`src/common/fraise_pkg.sv`:
```
// register offsets follow the host driver map, 32-bit word access only
// array addressing assumes a 4x4 matrix with 8-bit column and row addresses
`default_nettype none

package fraise_pkg;

    localparam int unsigned DATA_W       = 32;
    localparam int unsigned ADDR_W       = 32;
    localparam int unsigned HOST_W       = 1;
    localparam int unsigned MATRIX_SIZE  = 4;
    localparam int unsigned ARRAY_ADDR_W = 8;
    localparam int unsigned OBS_COL_W    = 3;
    localparam int unsigned OBS_ROW_W    = 6;
    localparam int unsigned RES_BITS     = 8;
    localparam int unsigned INF_CYCLES   = 4;

    // derived widths
    localparam int unsigned BEN_W     = DATA_W / 8;
    localparam int unsigned ROW_IDX_W = $clog2(MATRIX_SIZE);
    localparam int unsigned PHASE_W   = $clog2(RES_BITS);  // also covers the inference count
    localparam int unsigned COL_PAD_W = ARRAY_ADDR_W - ROW_IDX_W - OBS_COL_W;
    localparam int unsigned ROW_PAD_W = ARRAY_ADDR_W - OBS_ROW_W;

    // register byte addresses
    localparam logic [ADDR_W-1:0] REG_BASE    = 32'h0000_0010;
    localparam logic [ADDR_W-1:0] REG_ON_OFF  = REG_BASE + 32'h00;
    localparam logic [ADDR_W-1:0] REG_LAUNCH  = REG_BASE + 32'h14;
    localparam logic [ADDR_W-1:0] REG_RESULT  = REG_BASE + 32'h20;  // log likelihoods
    localparam logic [ADDR_W-1:0] REG_OBS_COL = REG_BASE + 32'h24;
    localparam logic [ADDR_W-1:0] REG_OBS_ROW = REG_BASE + 32'h28;

    typedef struct packed {
        logic [HOST_W-1:0] host;
        logic [ADDR_W-1:0] addr;
        logic              wen;    // 1 for write
        logic [DATA_W-1:0] wdata;
        logic [BEN_W-1:0]  ben;
    } bus_req_t;

    typedef struct packed {
        logic [HOST_W-1:0] host;   // echoes the requester
        logic [DATA_W-1:0] rdata;
    } bus_resp_t;

    typedef struct packed {
        logic [MATRIX_SIZE-1:0][OBS_COL_W-1:0] col;
        logic [MATRIX_SIZE-1:0][OBS_ROW_W-1:0] row;
    } obs_vec_t;

    typedef struct packed {
        logic [ARRAY_ADDR_W-1:0] col;
        logic [ARRAY_ADDR_W-1:0] row;
    } array_addr_t;

    typedef struct packed {
        logic sl;
        logic wl;
        logic read_8;
        logic inference;
        logic read_out;
    } array_ctrl_t;

    // one likelihood byte per matrix row, row 0 in the low byte
    typedef logic [MATRIX_SIZE-1:0][RES_BITS-1:0] result_t;

endpackage

`default_nettype wire

```
`src/inference/inference_seq.sv`:
```
// fixed-length log inference run, 29 cycles from start to done
// array address is held on the current row's fields, also while idle
`timescale 1ns/100ps
`default_nettype none

module inference_seq import fraise_pkg::*; (
    input  logic                   clk_i,
    input  logic                   counter_read_reset,
    input  logic                   start_i,
    input  obs_vec_t               obs_i,
    output logic                   busy_o,
    output logic                   done_o,
    output result_t                result_o,
    output array_ctrl_t            array_ctrl_o,
    output array_addr_t            array_addr_o,
    input  logic [MATRIX_SIZE-1:0] bit_out_i
);

    typedef enum logic [2:0] {
        IDLE,
        READ_CYC,
        INF_CYC,
        READ_OUT,
        DONE
    } seq_state_e;

    seq_state_e           state_q;
    logic [ROW_IDX_W-1:0] row_q;    // matrix row being read
    logic [PHASE_W-1:0]   phase_q;  // inference and read-out count
    logic                 in_read;
    logic                 in_readout;
    logic                 pulse_sl;
    logic                 pulse_wl;
    logic                 pulse_last;

    always_ff @(posedge clk_i) begin
        if (counter_read_reset) begin
            state_q <= IDLE;
            row_q   <= '0;
            phase_q <= '0;
        end else begin
            case (state_q)
                IDLE: begin
                    if (start_i) begin
                        state_q <= READ_CYC;
                        row_q   <= '0;
                    end
                end
                READ_CYC: begin
                    if (pulse_last) begin
                        row_q <= row_q + 1'b1;  // wraps back to row 0
                        if (row_q == ROW_IDX_W'(MATRIX_SIZE - 1)) begin
                            state_q <= INF_CYC;
                            phase_q <= '0;
                        end
                    end
                end
                INF_CYC: begin
                    phase_q <= phase_q + 1'b1;
                    if (phase_q == PHASE_W'(INF_CYCLES - 1)) begin
                        state_q <= READ_OUT;
                        phase_q <= '0;
                    end
                end
                READ_OUT: begin
                    phase_q <= phase_q + 1'b1;
                    if (phase_q == PHASE_W'(RES_BITS - 1)) state_q <= DONE;
                end
                DONE:    state_q <= IDLE;
                default: state_q <= IDLE;
            endcase
        end
    end

    assign in_read    = (state_q == READ_CYC);
    assign in_readout = (state_q == READ_OUT);
    assign busy_o     = (state_q != IDLE);
    assign done_o     = (state_q == DONE);

    assign array_ctrl_o = '{sl:        pulse_sl,
                            wl:        pulse_wl,
                            read_8:    in_read,
                            inference: (state_q == INF_CYC),
                            read_out:  in_readout};

    // col = {row, pad, col field}, row = {pad, row field}
    assign array_addr_o.col = {row_q, {COL_PAD_W{1'b0}}, obs_i.col[row_q]};
    assign array_addr_o.row = {{ROW_PAD_W{1'b0}}, obs_i.row[row_q]};

    read_pulse_gen u_read_pulse_gen (
        .clk_i              (clk_i),
        .counter_read_reset (counter_read_reset),
        .go_i               (in_read),
        .sl_o               (pulse_sl),
        .wl_o               (pulse_wl),
        .last_o             (pulse_last)
    );

    log_result_collector u_log_result_collector (
        .clk_i              (clk_i),
        .counter_read_reset (counter_read_reset),
        .clear_i            (start_i),
        .sample_i           (in_readout),
        .bit_out_i          (bit_out_i),
        .result_o           (result_o)
    );

endmodule

`default_nettype wire

```
`src/inference/log_result_collector.sv`:
```
// one shift register per row, first sampled bit ends up as the MSB
// clear_i must come before the first sample of a run
`timescale 1ns/100ps
`default_nettype none

module log_result_collector import fraise_pkg::*; (
    input  logic                   clk_i,
    input  logic                   counter_read_reset,
    input  logic                   clear_i,
    input  logic                   sample_i,
    input  logic [MATRIX_SIZE-1:0] bit_out_i,
    output result_t                result_o
);

    always_ff @(posedge clk_i) begin
        if (counter_read_reset || clear_i) begin
            result_o <= '0;
        end else if (sample_i) begin
            for (int k = 0; k < MATRIX_SIZE; k++) begin
                // shift left, new bit in at the LSB
                result_o[k] <= {result_o[k][RES_BITS-2:0], bit_out_i[k]};
            end
        end
    end

endmodule

`default_nettype wire

```
`src/inference/read_pulse_gen.sv`:
```
// four-phase SL/WL read pulse, advances only while go_i is high
`timescale 1ns/100ps
`default_nettype none

module read_pulse_gen (
    input  logic clk_i,
    input  logic counter_read_reset,
    input  logic go_i,
    output logic sl_o,
    output logic wl_o,
    output logic last_o
);

    typedef enum logic [1:0] {
        SL_WL_RISE,
        SL_FALL,
        WL_HIGH,
        WL_FALL
    } pulse_state_e;

    pulse_state_e state_q;

    always_ff @(posedge clk_i) begin
        if (counter_read_reset) begin
            state_q <= SL_WL_RISE;
        end else if (go_i) begin
            case (state_q)
                SL_WL_RISE: state_q <= SL_FALL;
                SL_FALL:    state_q <= WL_HIGH;
                WL_HIGH:    state_q <= WL_FALL;
                default:    state_q <= SL_WL_RISE;  // ready for the next row
            endcase
        end
    end

    assign sl_o   = go_i && (state_q == SL_WL_RISE);
    assign wl_o   = go_i && (state_q != WL_FALL);
    assign last_o = go_i && (state_q == WL_FALL);

endmodule

`default_nettype wire

```
`src/rtl/fraise_top.sv`:
```
// log inference controller for the 4x4 bayesian array, logarithmic mode only
// the array sits outside, its per-row output bits come back on bit_out_i
`timescale 1ns/100ps
`default_nettype none

module fraise_top import fraise_pkg::*; (
    input  logic                   clk_i,
    input  logic                   counter_read_reset,
    input  logic                   req_valid_i,
    input  bus_req_t               req_i,
    output logic                   ready_o,
    output logic                   resp_valid_o,
    output bus_resp_t              resp_o,
    output logic                   irq_o,
    output array_ctrl_t            array_ctrl_o,
    output array_addr_t            array_addr_o,
    input  logic [MATRIX_SIZE-1:0] bit_out_i
);

    obs_vec_t obs;
    logic     start;
    logic     busy;
    logic     done;
    result_t  result;

    reg_bank u_reg_bank (
        .clk_i              (clk_i),
        .counter_read_reset (counter_read_reset),
        .req_valid_i        (req_valid_i),
        .req_i              (req_i),
        .ready_o            (ready_o),
        .resp_valid_o       (resp_valid_o),
        .resp_o             (resp_o),
        .irq_o              (irq_o),
        .obs_o              (obs),
        .start_o            (start),
        .busy_i             (busy),
        .done_i             (done),
        .result_i           (result)
    );

    inference_seq u_inference_seq (
        .clk_i              (clk_i),
        .counter_read_reset (counter_read_reset),
        .start_i            (start),
        .obs_i              (obs),
        .busy_o             (busy),
        .done_o             (done),
        .result_o           (result),
        .array_ctrl_o       (array_ctrl_o),
        .array_addr_o       (array_addr_o),
        .bit_out_i          (bit_out_i)
    );

endmodule

`default_nettype wire

```
`src/rtl/reg_bank.sv`:
```
// bus slave, response always one cycle after acceptance, no back-pressure
// unmapped addresses read zero, byte enables only mask the observation registers
`timescale 1ns/100ps
`default_nettype none

module reg_bank import fraise_pkg::*; (
    input  logic      clk_i,
    input  logic      counter_read_reset,
    input  logic      req_valid_i,
    input  bus_req_t  req_i,
    output logic      ready_o,
    output logic      resp_valid_o,
    output bus_resp_t resp_o,
    output logic      irq_o,
    output obs_vec_t  obs_o,
    output logic      start_o,
    input  logic      busy_i,
    input  logic      done_i,
    input  result_t   result_i
);

    logic              accept;
    logic              wr_acc;
    logic [DATA_W-1:0] ben_mask;
    logic [DATA_W-1:0] rd_data;
    logic              on_off_q;
    logic              launch_q;
    logic [DATA_W-1:0] obs_col_q;
    logic [DATA_W-1:0] obs_row_q;
    result_t           result_q;

    assign ready_o = ~busy_i;  // no new request while the array runs
    assign accept  = req_valid_i & ready_o;
    assign wr_acc  = accept & req_i.wen;

    // widen byte enables to a bit mask
    always_comb begin
        for (int b = 0; b < BEN_W; b++) begin
            ben_mask[8*b +: 8] = {8{req_i.ben[b]}};
        end
    end

    always_comb begin
        case (req_i.addr)
            REG_ON_OFF:  rd_data = {{(DATA_W-1){1'b0}}, on_off_q};
            REG_LAUNCH:  rd_data = {{(DATA_W-1){1'b0}}, launch_q};
            REG_RESULT:  rd_data = result_q;
            REG_OBS_COL: rd_data = obs_col_q;
            REG_OBS_ROW: rd_data = obs_row_q;
            default:     rd_data = '0;
        endcase
    end

    always_ff @(posedge clk_i) begin
        if (counter_read_reset) begin
            resp_valid_o <= 1'b0;
        end else begin
            resp_valid_o <= accept;
        end
    end

    always_ff @(posedge clk_i) begin
        if (accept) begin
            resp_o.host  <= req_i.host;
            resp_o.rdata <= req_i.wen ? '0 : rd_data;  // writes answer zero
        end
    end

    always_ff @(posedge clk_i) begin
        if (counter_read_reset) begin
            on_off_q  <= 1'b0;
            launch_q  <= 1'b0;
            start_o   <= 1'b0;
            irq_o     <= 1'b0;
            obs_col_q <= '0;
            obs_row_q <= '0;
        end else begin
            // accept implies the sequencer is idle, start_o blocks a double launch
            start_o <= wr_acc && (req_i.addr == REG_LAUNCH) && req_i.wdata[0]
                       && on_off_q && !start_o;

            if (done_i) begin
                on_off_q <= 1'b0;  // one shot per launch
            end else if (wr_acc && req_i.addr == REG_ON_OFF) begin
                on_off_q <= req_i.wdata[0];
            end

            if (wr_acc && req_i.addr == REG_LAUNCH) begin
                launch_q <= req_i.wdata[0];
            end else if (start_o) begin
                launch_q <= 1'b0;
            end

            if (wr_acc && req_i.addr == REG_OBS_COL) begin
                obs_col_q <= req_i.wdata & ben_mask;
            end
            if (wr_acc && req_i.addr == REG_OBS_ROW) begin
                obs_row_q <= req_i.wdata & ben_mask;
            end

            // set wins over a same-cycle read
            if (done_i) begin
                irq_o <= 1'b1;
            end else if (accept && !req_i.wen && req_i.addr == REG_RESULT) begin
                irq_o <= 1'b0;
            end
        end
    end

    always_ff @(posedge clk_i) begin
        if (done_i) begin
            result_q <= result_i;
        end
    end

    // one observation field per byte lane
    always_comb begin
        for (int k = 0; k < MATRIX_SIZE; k++) begin
            obs_o.col[k] = obs_col_q[8*k +: OBS_COL_W];
            obs_o.row[k] = obs_row_q[8*k +: OBS_ROW_W];
        end
    end

endmodule

`default_nettype wire

```
`config.mk`:
```
export PLATFORM = sky130hd
export DESIGN_NAME = fraise_top
export DESIGN_NICKNAME = d
export VERILOG_FILES = /design/src/common/fraise_pkg.sv /design/src/inference/inference_seq.sv /design/src/inference/log_result_collector.sv /design/src/inference/read_pulse_gen.sv /design/src/rtl/fraise_top.sv /design/src/rtl/reg_bank.sv
export SDC_FILE = /design/constraint.sdc
export NUM_CORES = 1
export LEC_CHECK = 0
export ABC_AREA = 1
export BUFFER_PORTS_ARGS = -buffer_cell sky130_fd_sc_hd__buf_4
export CAP_MARGIN = 40
export CORE_ASPECT_RATIO = 1.25
export CORE_MARGIN = 2
export CORE_UTILIZATION = 30
export DETAILED_ROUTE_END_ITERATION = 7
export GPL_ROUTABILITY_DRIVEN = 0
export GPL_TIMING_DRIVEN = 0
export PLACE_DENSITY = 0.58
export REMOVE_ABC_BUFFERS = 1
export SYNTH_ARGS = -nofsm -noshare
export SYNTH_HDL_FRONTEND = slang
export SYNTH_SLANG_ARGS = --single-unit
export TNS_END_PERCENT = 10
```
`constraint.sdc`:
```
create_clock -name clk_i -period 3.4 [get_ports clk_i]
set_input_delay 0.51 -clock clk_i [delete_from_list [all_inputs] [get_ports clk_i]]
set_output_delay 0.51 -clock clk_i [all_outputs]
set_load 0.05 [all_outputs]
```
After elaboration in Yosys (flattened, before gate mapping)
Index checks and enable logic that the tools add are counted.
{"block": "classes", "n_lt_le_gt_ge": 1, "n_mul": 0, "n_div": 0, "eq_ne": 21, "add_sub_neg": 2, "muxes": 23, "reduce_logical": 26, "bitwise_logic": 4, "shift": 0}
{"op": "$pmux W32 S5", "n": 1}
{"op": "$eq A32 B6 Y1 const B", "n": 4}
{"op": "$and A32 B32 Y32", "n": 1}
{"op": "$eq A32 B5 Y1 const B", "n": 1}
{"op": "$mux W3", "n": 9}
{"op": "$bmux W6 S2", "n": 1}
{"op": "$logic_and A1 B1 Y1", "n": 12}
{"op": "$pmux W3 S4", "n": 1}
{"op": "$eq A3 B2 Y1 const B", "n": 3}
{"op": "$pmux W3 S3", "n": 1}
{"op": "$bmux W3 S2", "n": 1}
{"op": "$eq A2 B2 Y1 const B", "n": 3}
{"op": "$eq A3 B3 Y1 const B", "n": 2}
{"op": "$mux W6", "n": 1}
{"op": "$ne A2 B1 Y1 const B", "n": 3}
{"op": "$ne A2 B2 Y1 const B", "n": 3}
{"op": "$pmux W2 S3", "n": 1}
{"op": "$reduce_and A3 Y1", "n": 2}
{"op": "$reduce_bool A2 Y1", "n": 3}
{"op": "$reduce_bool A3 Y1", "n": 2}
{"op": "$reduce_and A5 Y1", "n": 1}
{"op": "$mux W1", "n": 4}
{"op": "$mux W2", "n": 2}
{"op": "$pmux W2 S2", "n": 1}
{"op": "other kinds (12)", "n": 14}
{"block": "word_totals", "ramBits": 0, "wordCells": 98, "regBits": 176, "mem_count": 0, "mem_bits_ro": 0, "output_inout_bits": 57, "input_bits": 77, "latch_bits": 0}

Logic depth before layout (Yosys ltp)
Gate-level depths: netlist of the first run.
{"block": "depth", "ltp_word": 8, "mapped_depth": 11, "depth_no_buf": 10}

Modules after synthesis
A second synthesis of the first run with hierarchy kept.
{"block": "hier_totals", "cells_unflattened": 1118, "area_unflattened_um2": 8498.2}
{"module": "reg_bank", "seq_area_each_um2": 3333.2, "area_per_inst_um2": 6177.2, "n_inst": 1, "cells_per_inst": 756}
{"module": "log_result_collector", "seq_area_each_um2": 640.6, "area_per_inst_um2": 1356.3, "n_inst": 1, "cells_per_inst": 203}
{"module": "inference_seq", "seq_area_each_um2": 160.2, "area_per_inst_um2": 820.8, "n_inst": 1, "cells_per_inst": 137}
{"module": "read_pulse_gen", "seq_area_each_um2": 40.0, "area_per_inst_um2": 143.9, "n_inst": 1, "cells_per_inst": 22}

Worst setup path after synthesis of the first run
No wires, ideal clock.
{"block": "synth_path", "path_type": "flip-flop to output port", "start": "register u_inference_seq.row_q[0]", "end": "output port array_addr_o[9] in the netlist's numbering", "stages_incl_launch_ff": 4, "n_path_buf": 1, "setup_slack_ns": 0.668, "arrival_ns": 2.222, "required_time_ns": 2.890, "cell_sequence": "dfxtp_1 clkbuf_1 nor2_1 o21ai_0"}
{"item": "start, declared", "line_no": "inference_seq.sv:28", "source": "logic [ROW_IDX_W-1:0] row_q;"}
{"item": "start signal, assigned", "line_no": "inference_seq.sv:51", "source": "row_q <= row_q + 1'b1;"}
{"item": "end, declared", "line_no": "fraise_top.sv:16", "source": "output array_addr_t array_addr_o,"}

==> impl_metrics.tcl, run 1 <==
set metrics [dict create \
    synthSimpleGateAreaFrac 0.243 \
    antenna_found_initial 0 \
    p_clk_frac 0.393 \
    status "completed" \
    ys_warn_count 0 \
    endpoint "array_addr_o[8]" \
    critical_path_class "flop to output pin" \
    startpoint "u_inference_seq.row_q[0]$_SDFFE_PP0P_" \
    die_h_um 183 \
    cts.sinks 176 \
    n_antenna_cell 0 \
    rsz0062_at_grt "no" \
    swShare 0.294 \
    grt_overflow 0 \
    synth_seq_cells 176 \
    peakVddDrop_mv 0.372 \
    grt_max_degree 46 \
    slew_headroom 0.471 \
    yosysTopAreaCellShare 0.289 \
    yosysSeqAreaShare 0.543 \
    synth_cell_types 29 \
    cts_tree "built" \
    clock_latency_ns 0.42 \
    core_area_mm2 0.0252 \
    arrival_ns 2.69 \
    vias_per_cell 4.58 \
    htree_num_levels 4 \
    reg2reg_depth 9 \
    ys_async_sr_fraction 0 \
    p_comb_frac 0.197 \
    maxSlewViolCount 0 \
    hold_viol 0 \
    wl_um 21800 \
    fin_ws_ns 0.204 \
    first_global_vias 6103 \
    synth_top_area_cell "dfxtp_1" \
    p_seq_frac 0.409 \
    vias 6491 \
    first_pass_iters 5 \
    clk_path_buf_depth 2 \
    power_mw 5.70 \
    synth.area.top_cells "dfxtp_1 29%, edfxtp_1 25%, nor2_1 10%, nand2_1 9.7%, o21ai_0 5.3%" \
    final_nets 1155 \
    switching_power_mw 1.67 \
    grt-busiest-layer "met2" \
    cts_root_buffer "clkbuf_16" \
    finalSetupTns_ns 0 \
    synthTopCellsByCount "215 x nor2_1, 199 x nand2_1, 111 x dfxtp_1" \
    synth-edff-count 65 \
    syn_avg_cell_area_um2 7.96 \
    dpl_cell_area_mm2 0.00894 \
    clk_pin_slew_ns 0.06 \
    io_pins 134 \
    yosys.cell_count.top_type "nor2_1" \
    skew_ns 0.00742 \
    worst_pin_slew_ns 0.793 \
    post_cts_resize_count 0 \
    synthCells 966 \
    max_freq_mhz 313 \
    place_hpwl_um 14900 \
    grt_pass1_wl_um 33300 \
    p_per_area_mw_per_mm2 592 \
    synth_area_mm2 0.00769 \
    synth_xor_area_frac 0 \
    pre_cts_ws_ns 0.427 \
    synth.mux.area_fraction 0 \
    cp-start-kind "flop" \
    synth_top_family_by_area "simple AND/OR/NAND/NOR gates" \
    synth_compound_area_frac 0.116 \
    core.rowCount 65 \
    drive_above_1_share 0.175 \
    fin_crit_sh 0.940 \
    drc_errors 0 \
    initial_utilization 0.305 \
    cts_buffers 17 \
    reg2reg_from "u_inference_seq.state_q[2]$_SDFFE_PP0P_" \
    power_leakage_nw 4.04 \
    io_buffers 128 \
    area_growth_pct 25.1 \
    synth_ff_type "dfxtp_1" \
    r2r-end "u_reg_bank.obs_row_q[8]$_SDFFE_PP0P_" \
    worstSetupEndpointType "output pin" \
    met3_usage 0.0254 \
    post_cts_buffers 0 \
    die_x_um 147 \
    ant_nets 0 \
    p_int_mw 4.02 \
    cp_data_required_time_ns 2.89 \
    min_period_ns 3.20 \
    min_path_type "input port to flop" \
    wl_per_cell_um 15.4 \
    drt_iter0_markers 457 \
    use_met1 0.193 \
    dieArea_mm2 0.0270 \
    ctsHoldBuffers 0 \
    synth-adder-area-share 0.0130 \
    rrSetupSlack_ns 0.96 \
    setup_viol_count_final 0 \
    drv_cap 0 \
    grt_usage 0.161 \
    use_met2 0.284 \
    cp_max_fo 22 \
    design_area_mm2 0.00962 \
]
per-stage QoR:
stage,hold WS [ns],util,cells
after CTS,0.248,0.382,1418
after global placement,0.409,0.349,1379
after floorplan,0.408,-,916
final,0.264,0.382,1418
after detailed placement,0.417,0.355,1386
after global routing,0.253,0.382,1418
power by group through the flow:
stage          clock [mW]  combinational, mW  sequential [mW]
2_1_floorplan           0              0.480             2.59
3_3_place_gp            0               1.10             2.38
3_5_place_dp            0               1.13             2.38
4_1_cts              2.27               1.13             2.33
5_1_grt              2.36               1.20             2.34
6_report             2.24               1.12             2.33
cells in the final DEF, fill, tap and decap left out, drive strengths merged:
| cell type | n |
|---|---|
| a21oi | 44 |
| buf | 135 |
| inv | 91 |
| a211oi | 3 |
| clkinv | 3 |
| bufinv | 6 |
| nor2 | 228 |
| clkbuf | 22 |
| conb | 5 |
| edfxtp | 65 |
| nor3 | 3 |
| nand2 | 204 |
| a31oi | 10 |
| clkinvlp | 2 |
| nand3 | 26 |
| o21ai | 109 |
| o22ai | 7 |
| nand4 | 1 |
| dfxtp | 111 |
| ha | 8 |
layer usage:
layer / vias to the layer above / routed length (um)
li1: 3284 / -
met1: 3017 / 9370
met2: 162 / 11000
met3: 28 / 865
met4: 0 / 575
met5: - / 0
state kept, by name, summed over array words and instances, names as in the netlist:
| name | flops |
|---|---|
| u_reg_bank.on_off_q | 1 |
| u_reg_bank.irq_o | 1 |
| u_inference_seq.row_q | 2 |
| u_inference_seq.state_q | 3 |
| u_inference_seq.u_read_pulse_gen.state_q | 2 |
| u_reg_bank.obs_col_q | 32 |
| u_reg_bank.resp_valid_o | 1 |
| u_inference_seq.u_log_result_collector.result_o | 32 |
| u_reg_bank.result_q | 32 |
| u_reg_bank.resp_o | 33 |
| u_reg_bank.obs_row_q | 32 |
| u_reg_bank.launch_q | 1 |
| u_reg_bank.start_o | 1 |
| u_inference_seq.phase_q | 3 |
cell type report:
type,count,area (um^2)
clock buffers,22,474
clock inverters,10,205
fillers,2665,15600
inverters,92,349
multi-input cells,648,2890
flip-flops and latches,176,4170
well taps,335,419
repair buffers,135,1110
logic make-up after synthesis:
group | after synthesis
and+or+nand+nor | 462
DFF | 176
AOI/OAI and AO/OA | 173
buffers and inverters | 146
adders and majority gates | 8
other | 1
how the worst min path moves through the flow:
stage          slack (ns)       from  cells after the start                                end
2_1_floorplan        0.41       flop                      0  u_reg_bank.result_q[18]$_DFFE_PP_
5_1_grt              0.25  req_i[69]                      1    u_reg_bank.resp_o[32]$_DFFE_PN_
3_3_place_gp         0.41       flop                      0  u_reg_bank.result_q[18]$_DFFE_PP_
6_report             0.26  req_i[69]                      1    u_reg_bank.resp_o[32]$_DFFE_PN_
3_5_place_dp         0.42       flop                      0  u_reg_bank.result_q[31]$_DFFE_PP_
4_1_cts              0.25  req_i[69]                      1    u_reg_bank.resp_o[32]$_DFFE_PN_
critical path: stages, from the launching register on:
cell and delay (ns):
dfxtp_1 0.83, inv_1 0.57, o21ai_0 0.29, a21oi_1 0.08, a21oi_1 0.25, buf_4 0.24
(Power assumes the default switching activity.)
==> run 2, diff against run 1 <==
--- a/config.mk
+++ b/config.mk
@@ -10,11 +10,11 @@
 export CAP_MARGIN = 40
 export CORE_ASPECT_RATIO = 1.25
 export CORE_MARGIN = 2
-export CORE_UTILIZATION = 30
+export CORE_UTILIZATION = 50
 export DETAILED_ROUTE_END_ITERATION = 7
 export GPL_ROUTABILITY_DRIVEN = 0
 export GPL_TIMING_DRIVEN = 0
-export PLACE_DENSITY = 0.58
+export PLACE_DENSITY = 0.69
 export REMOVE_ABC_BUFFERS = 1
 export SYNTH_ARGS = -nofsm -noshare
 export SYNTH_HDL_FRONTEND = slang
==> impl_metrics.tcl, run 2 (synthesis results as in run 1) <==
set metrics [dict create \
    status "completed" \
    worst_pin_slew_ns 0.883 \
    vias 6576 \
    max_freq_mhz 311 \
    drt_iter0_markers 538 \
    min_path_type "input port to flop" \
    core_area_mm2 0.0150 \
    peakVddDrop_mv 0.269 \
    io_pins 134 \
    critical_path_class "flop to output pin" \
    cts_buffers 17 \
    htree_num_levels 4 \
    grt_usage 0.259 \
    fin_crit_sh 0.945 \
    cp-start-kind "flop" \
    largest_reg_flops 33 \
    arrival_ns 2.70 \
    dpl.cell_count 1232 \
    cp_data_required_time_ns 2.89 \
    post_cts_resize_count 0 \
    area_growth_pct 21.2 \
    cp_max_fo 22 \
    cp_slowest_stage_delay_ns 0.82 \
    power_mw 5.47 \
    hold_viol 0 \
    initial_utilization 0.512 \
    final_nets 1154 \
    drc_errors 0 \
    final_cell_mix "214 x nor2_1, 199 x nand2_1, 128 x buf_4" \
    io_buffers 128 \
    dieArea_mm2 0.0164 \
    grt_overflow 0 \
    largest-register "u_reg_bank.resp_o" \
    drv_cap 0 \
    design_area_mm2 0.00933 \
    power_leakage_nw 4.00 \
    slew_headroom 0.410 \
    clk_path_buf_depth 2 \
    grt_max_degree 38 \
    ant_nets 0 \
    fillers 1342 \
    final_common_cell "nor2_1" \
    cts.sinks 176 \
    cts_tree "built" \
    ff_latch_area_mm2 0.00417 \
    clk_pin_slew_ns 0.06 \
    skew_ns 0.00959 \
    setup_viol_count_final 0 \
    min_period_ns 3.21 \
    final_cells 1263 \
    ctsHoldBuffers 0 \
    worstPathCellList "inv_1, o21ai_0, a21oi_1, a21oi_1, buf_4" \
    drive_above_1_share 0.171 \
    cp_top_family "buffers and inverters" \
    fin_ws_ns 0.187 \
    grt_pass1_wl_um 32400 \
    n_antenna_cell 0 \
    clock_latency_ns 0.43 \
    p_per_area_mw_per_mm2 586 \
    vias_per_cell 5.21 \
    wl_per_cell_um 16.2 \
    first_pass_iters 5 \
    maxSlewViolCount 0 \
    dpl_cell_area_mm2 0.00872 \
    worstSetupEndpointType "output pin" \
    critPathMostFrequentCell "a21oi_1" \
    place_hpwl_um 13100 \
    antenna_found_initial 0 \
    core.rowCount 50 \
    die_h_um 143 \
    fin_util 0.621 \
    die_x_um 115 \
    wl_um 20500 \
    first_global_vias 6088 \
    multi_input_area_mm2 0.00289 \
    pre_cts_ws_ns 0.479 \
    path_buf_inv 2 \
    rsz0062_at_grt "no" \
    cts_root_buffer "clkbuf_16" \
    cp_slowest_cell "dfxtp_1" \
    post_cts_buffers 0 \
]
-- run 2: cell count changes in the layout (fill, tap and decap cells not counted), sizes merged --
| cell | previous run | this run |
|---|---|---|
| clkbuf | 22 | 26 |
| bufinv | 6 | 3 |
| clkinvlp | 2 | 0 |
| buf | 135 | 134 |
-- run 2: area by class of cell --
class                   instances  share of cell area
clock buffers                  26              0.0547
clock inverters                 5              0.0107
inverters                      92              0.0374
multi-input cells             648               0.310
flip-flops and latches        176               0.448
well taps                     182              0.0244
repair buffers                134               0.116
-- run 2: path summary, 6_finish.rpt --
kind	start	endpoint	slack, ns	cells after the start
worst min-delay path	req_i[69]	u_reg_bank.resp_o[32]$_DFFE_PN_	0.26	1
worst max-delay path	u_inference_seq.row_q[0]$_SDFFE_PP0P_	array_addr_o[8]	0.19	5
worst max register to register	u_inference_seq.state_q[1]$_SDFFE_PP0P_	u_reg_bank.obs_row_q[5]$_SDFFE_PP0P_	1.00	9
worst min register to register	flop	u_reg_bank.result_q[23]$_DFFE_PP_	0.43	0
-- run 2: metrics by stage --
step | TNS (ns) | hold WS [ns]
after floorplan | 0 | 0.408
after global placement | -0.134 | 0.413
after detailed placement | 0 | 0.417
after CTS | 0 | 0.252
after global routing | 0 | 0.248
final | 0 | 0.260
-- run 2: power breakdown --
| group | internal (mW) | switching, mW |
|---|---|---|
| logic | 0.308 | 0.789 |
| clock network | 1.25 | 0.777 |
| registers | 2.27 | 0.0697 |
-- run 2: layer usage --
metal / vias up / global-route usage / share of wire / wire length, um
met4: 0 / 0.0907 / 0.018 / 370
met2: 185 / 0.438 / 0.50 / 10200
met3: 27 / 0.0424 / 0.047 / 970
met1: 3090 / 0.336 / 0.44 / 8930
li1: 3274 / - / - / -
met5: - / 0 / 0 / 0
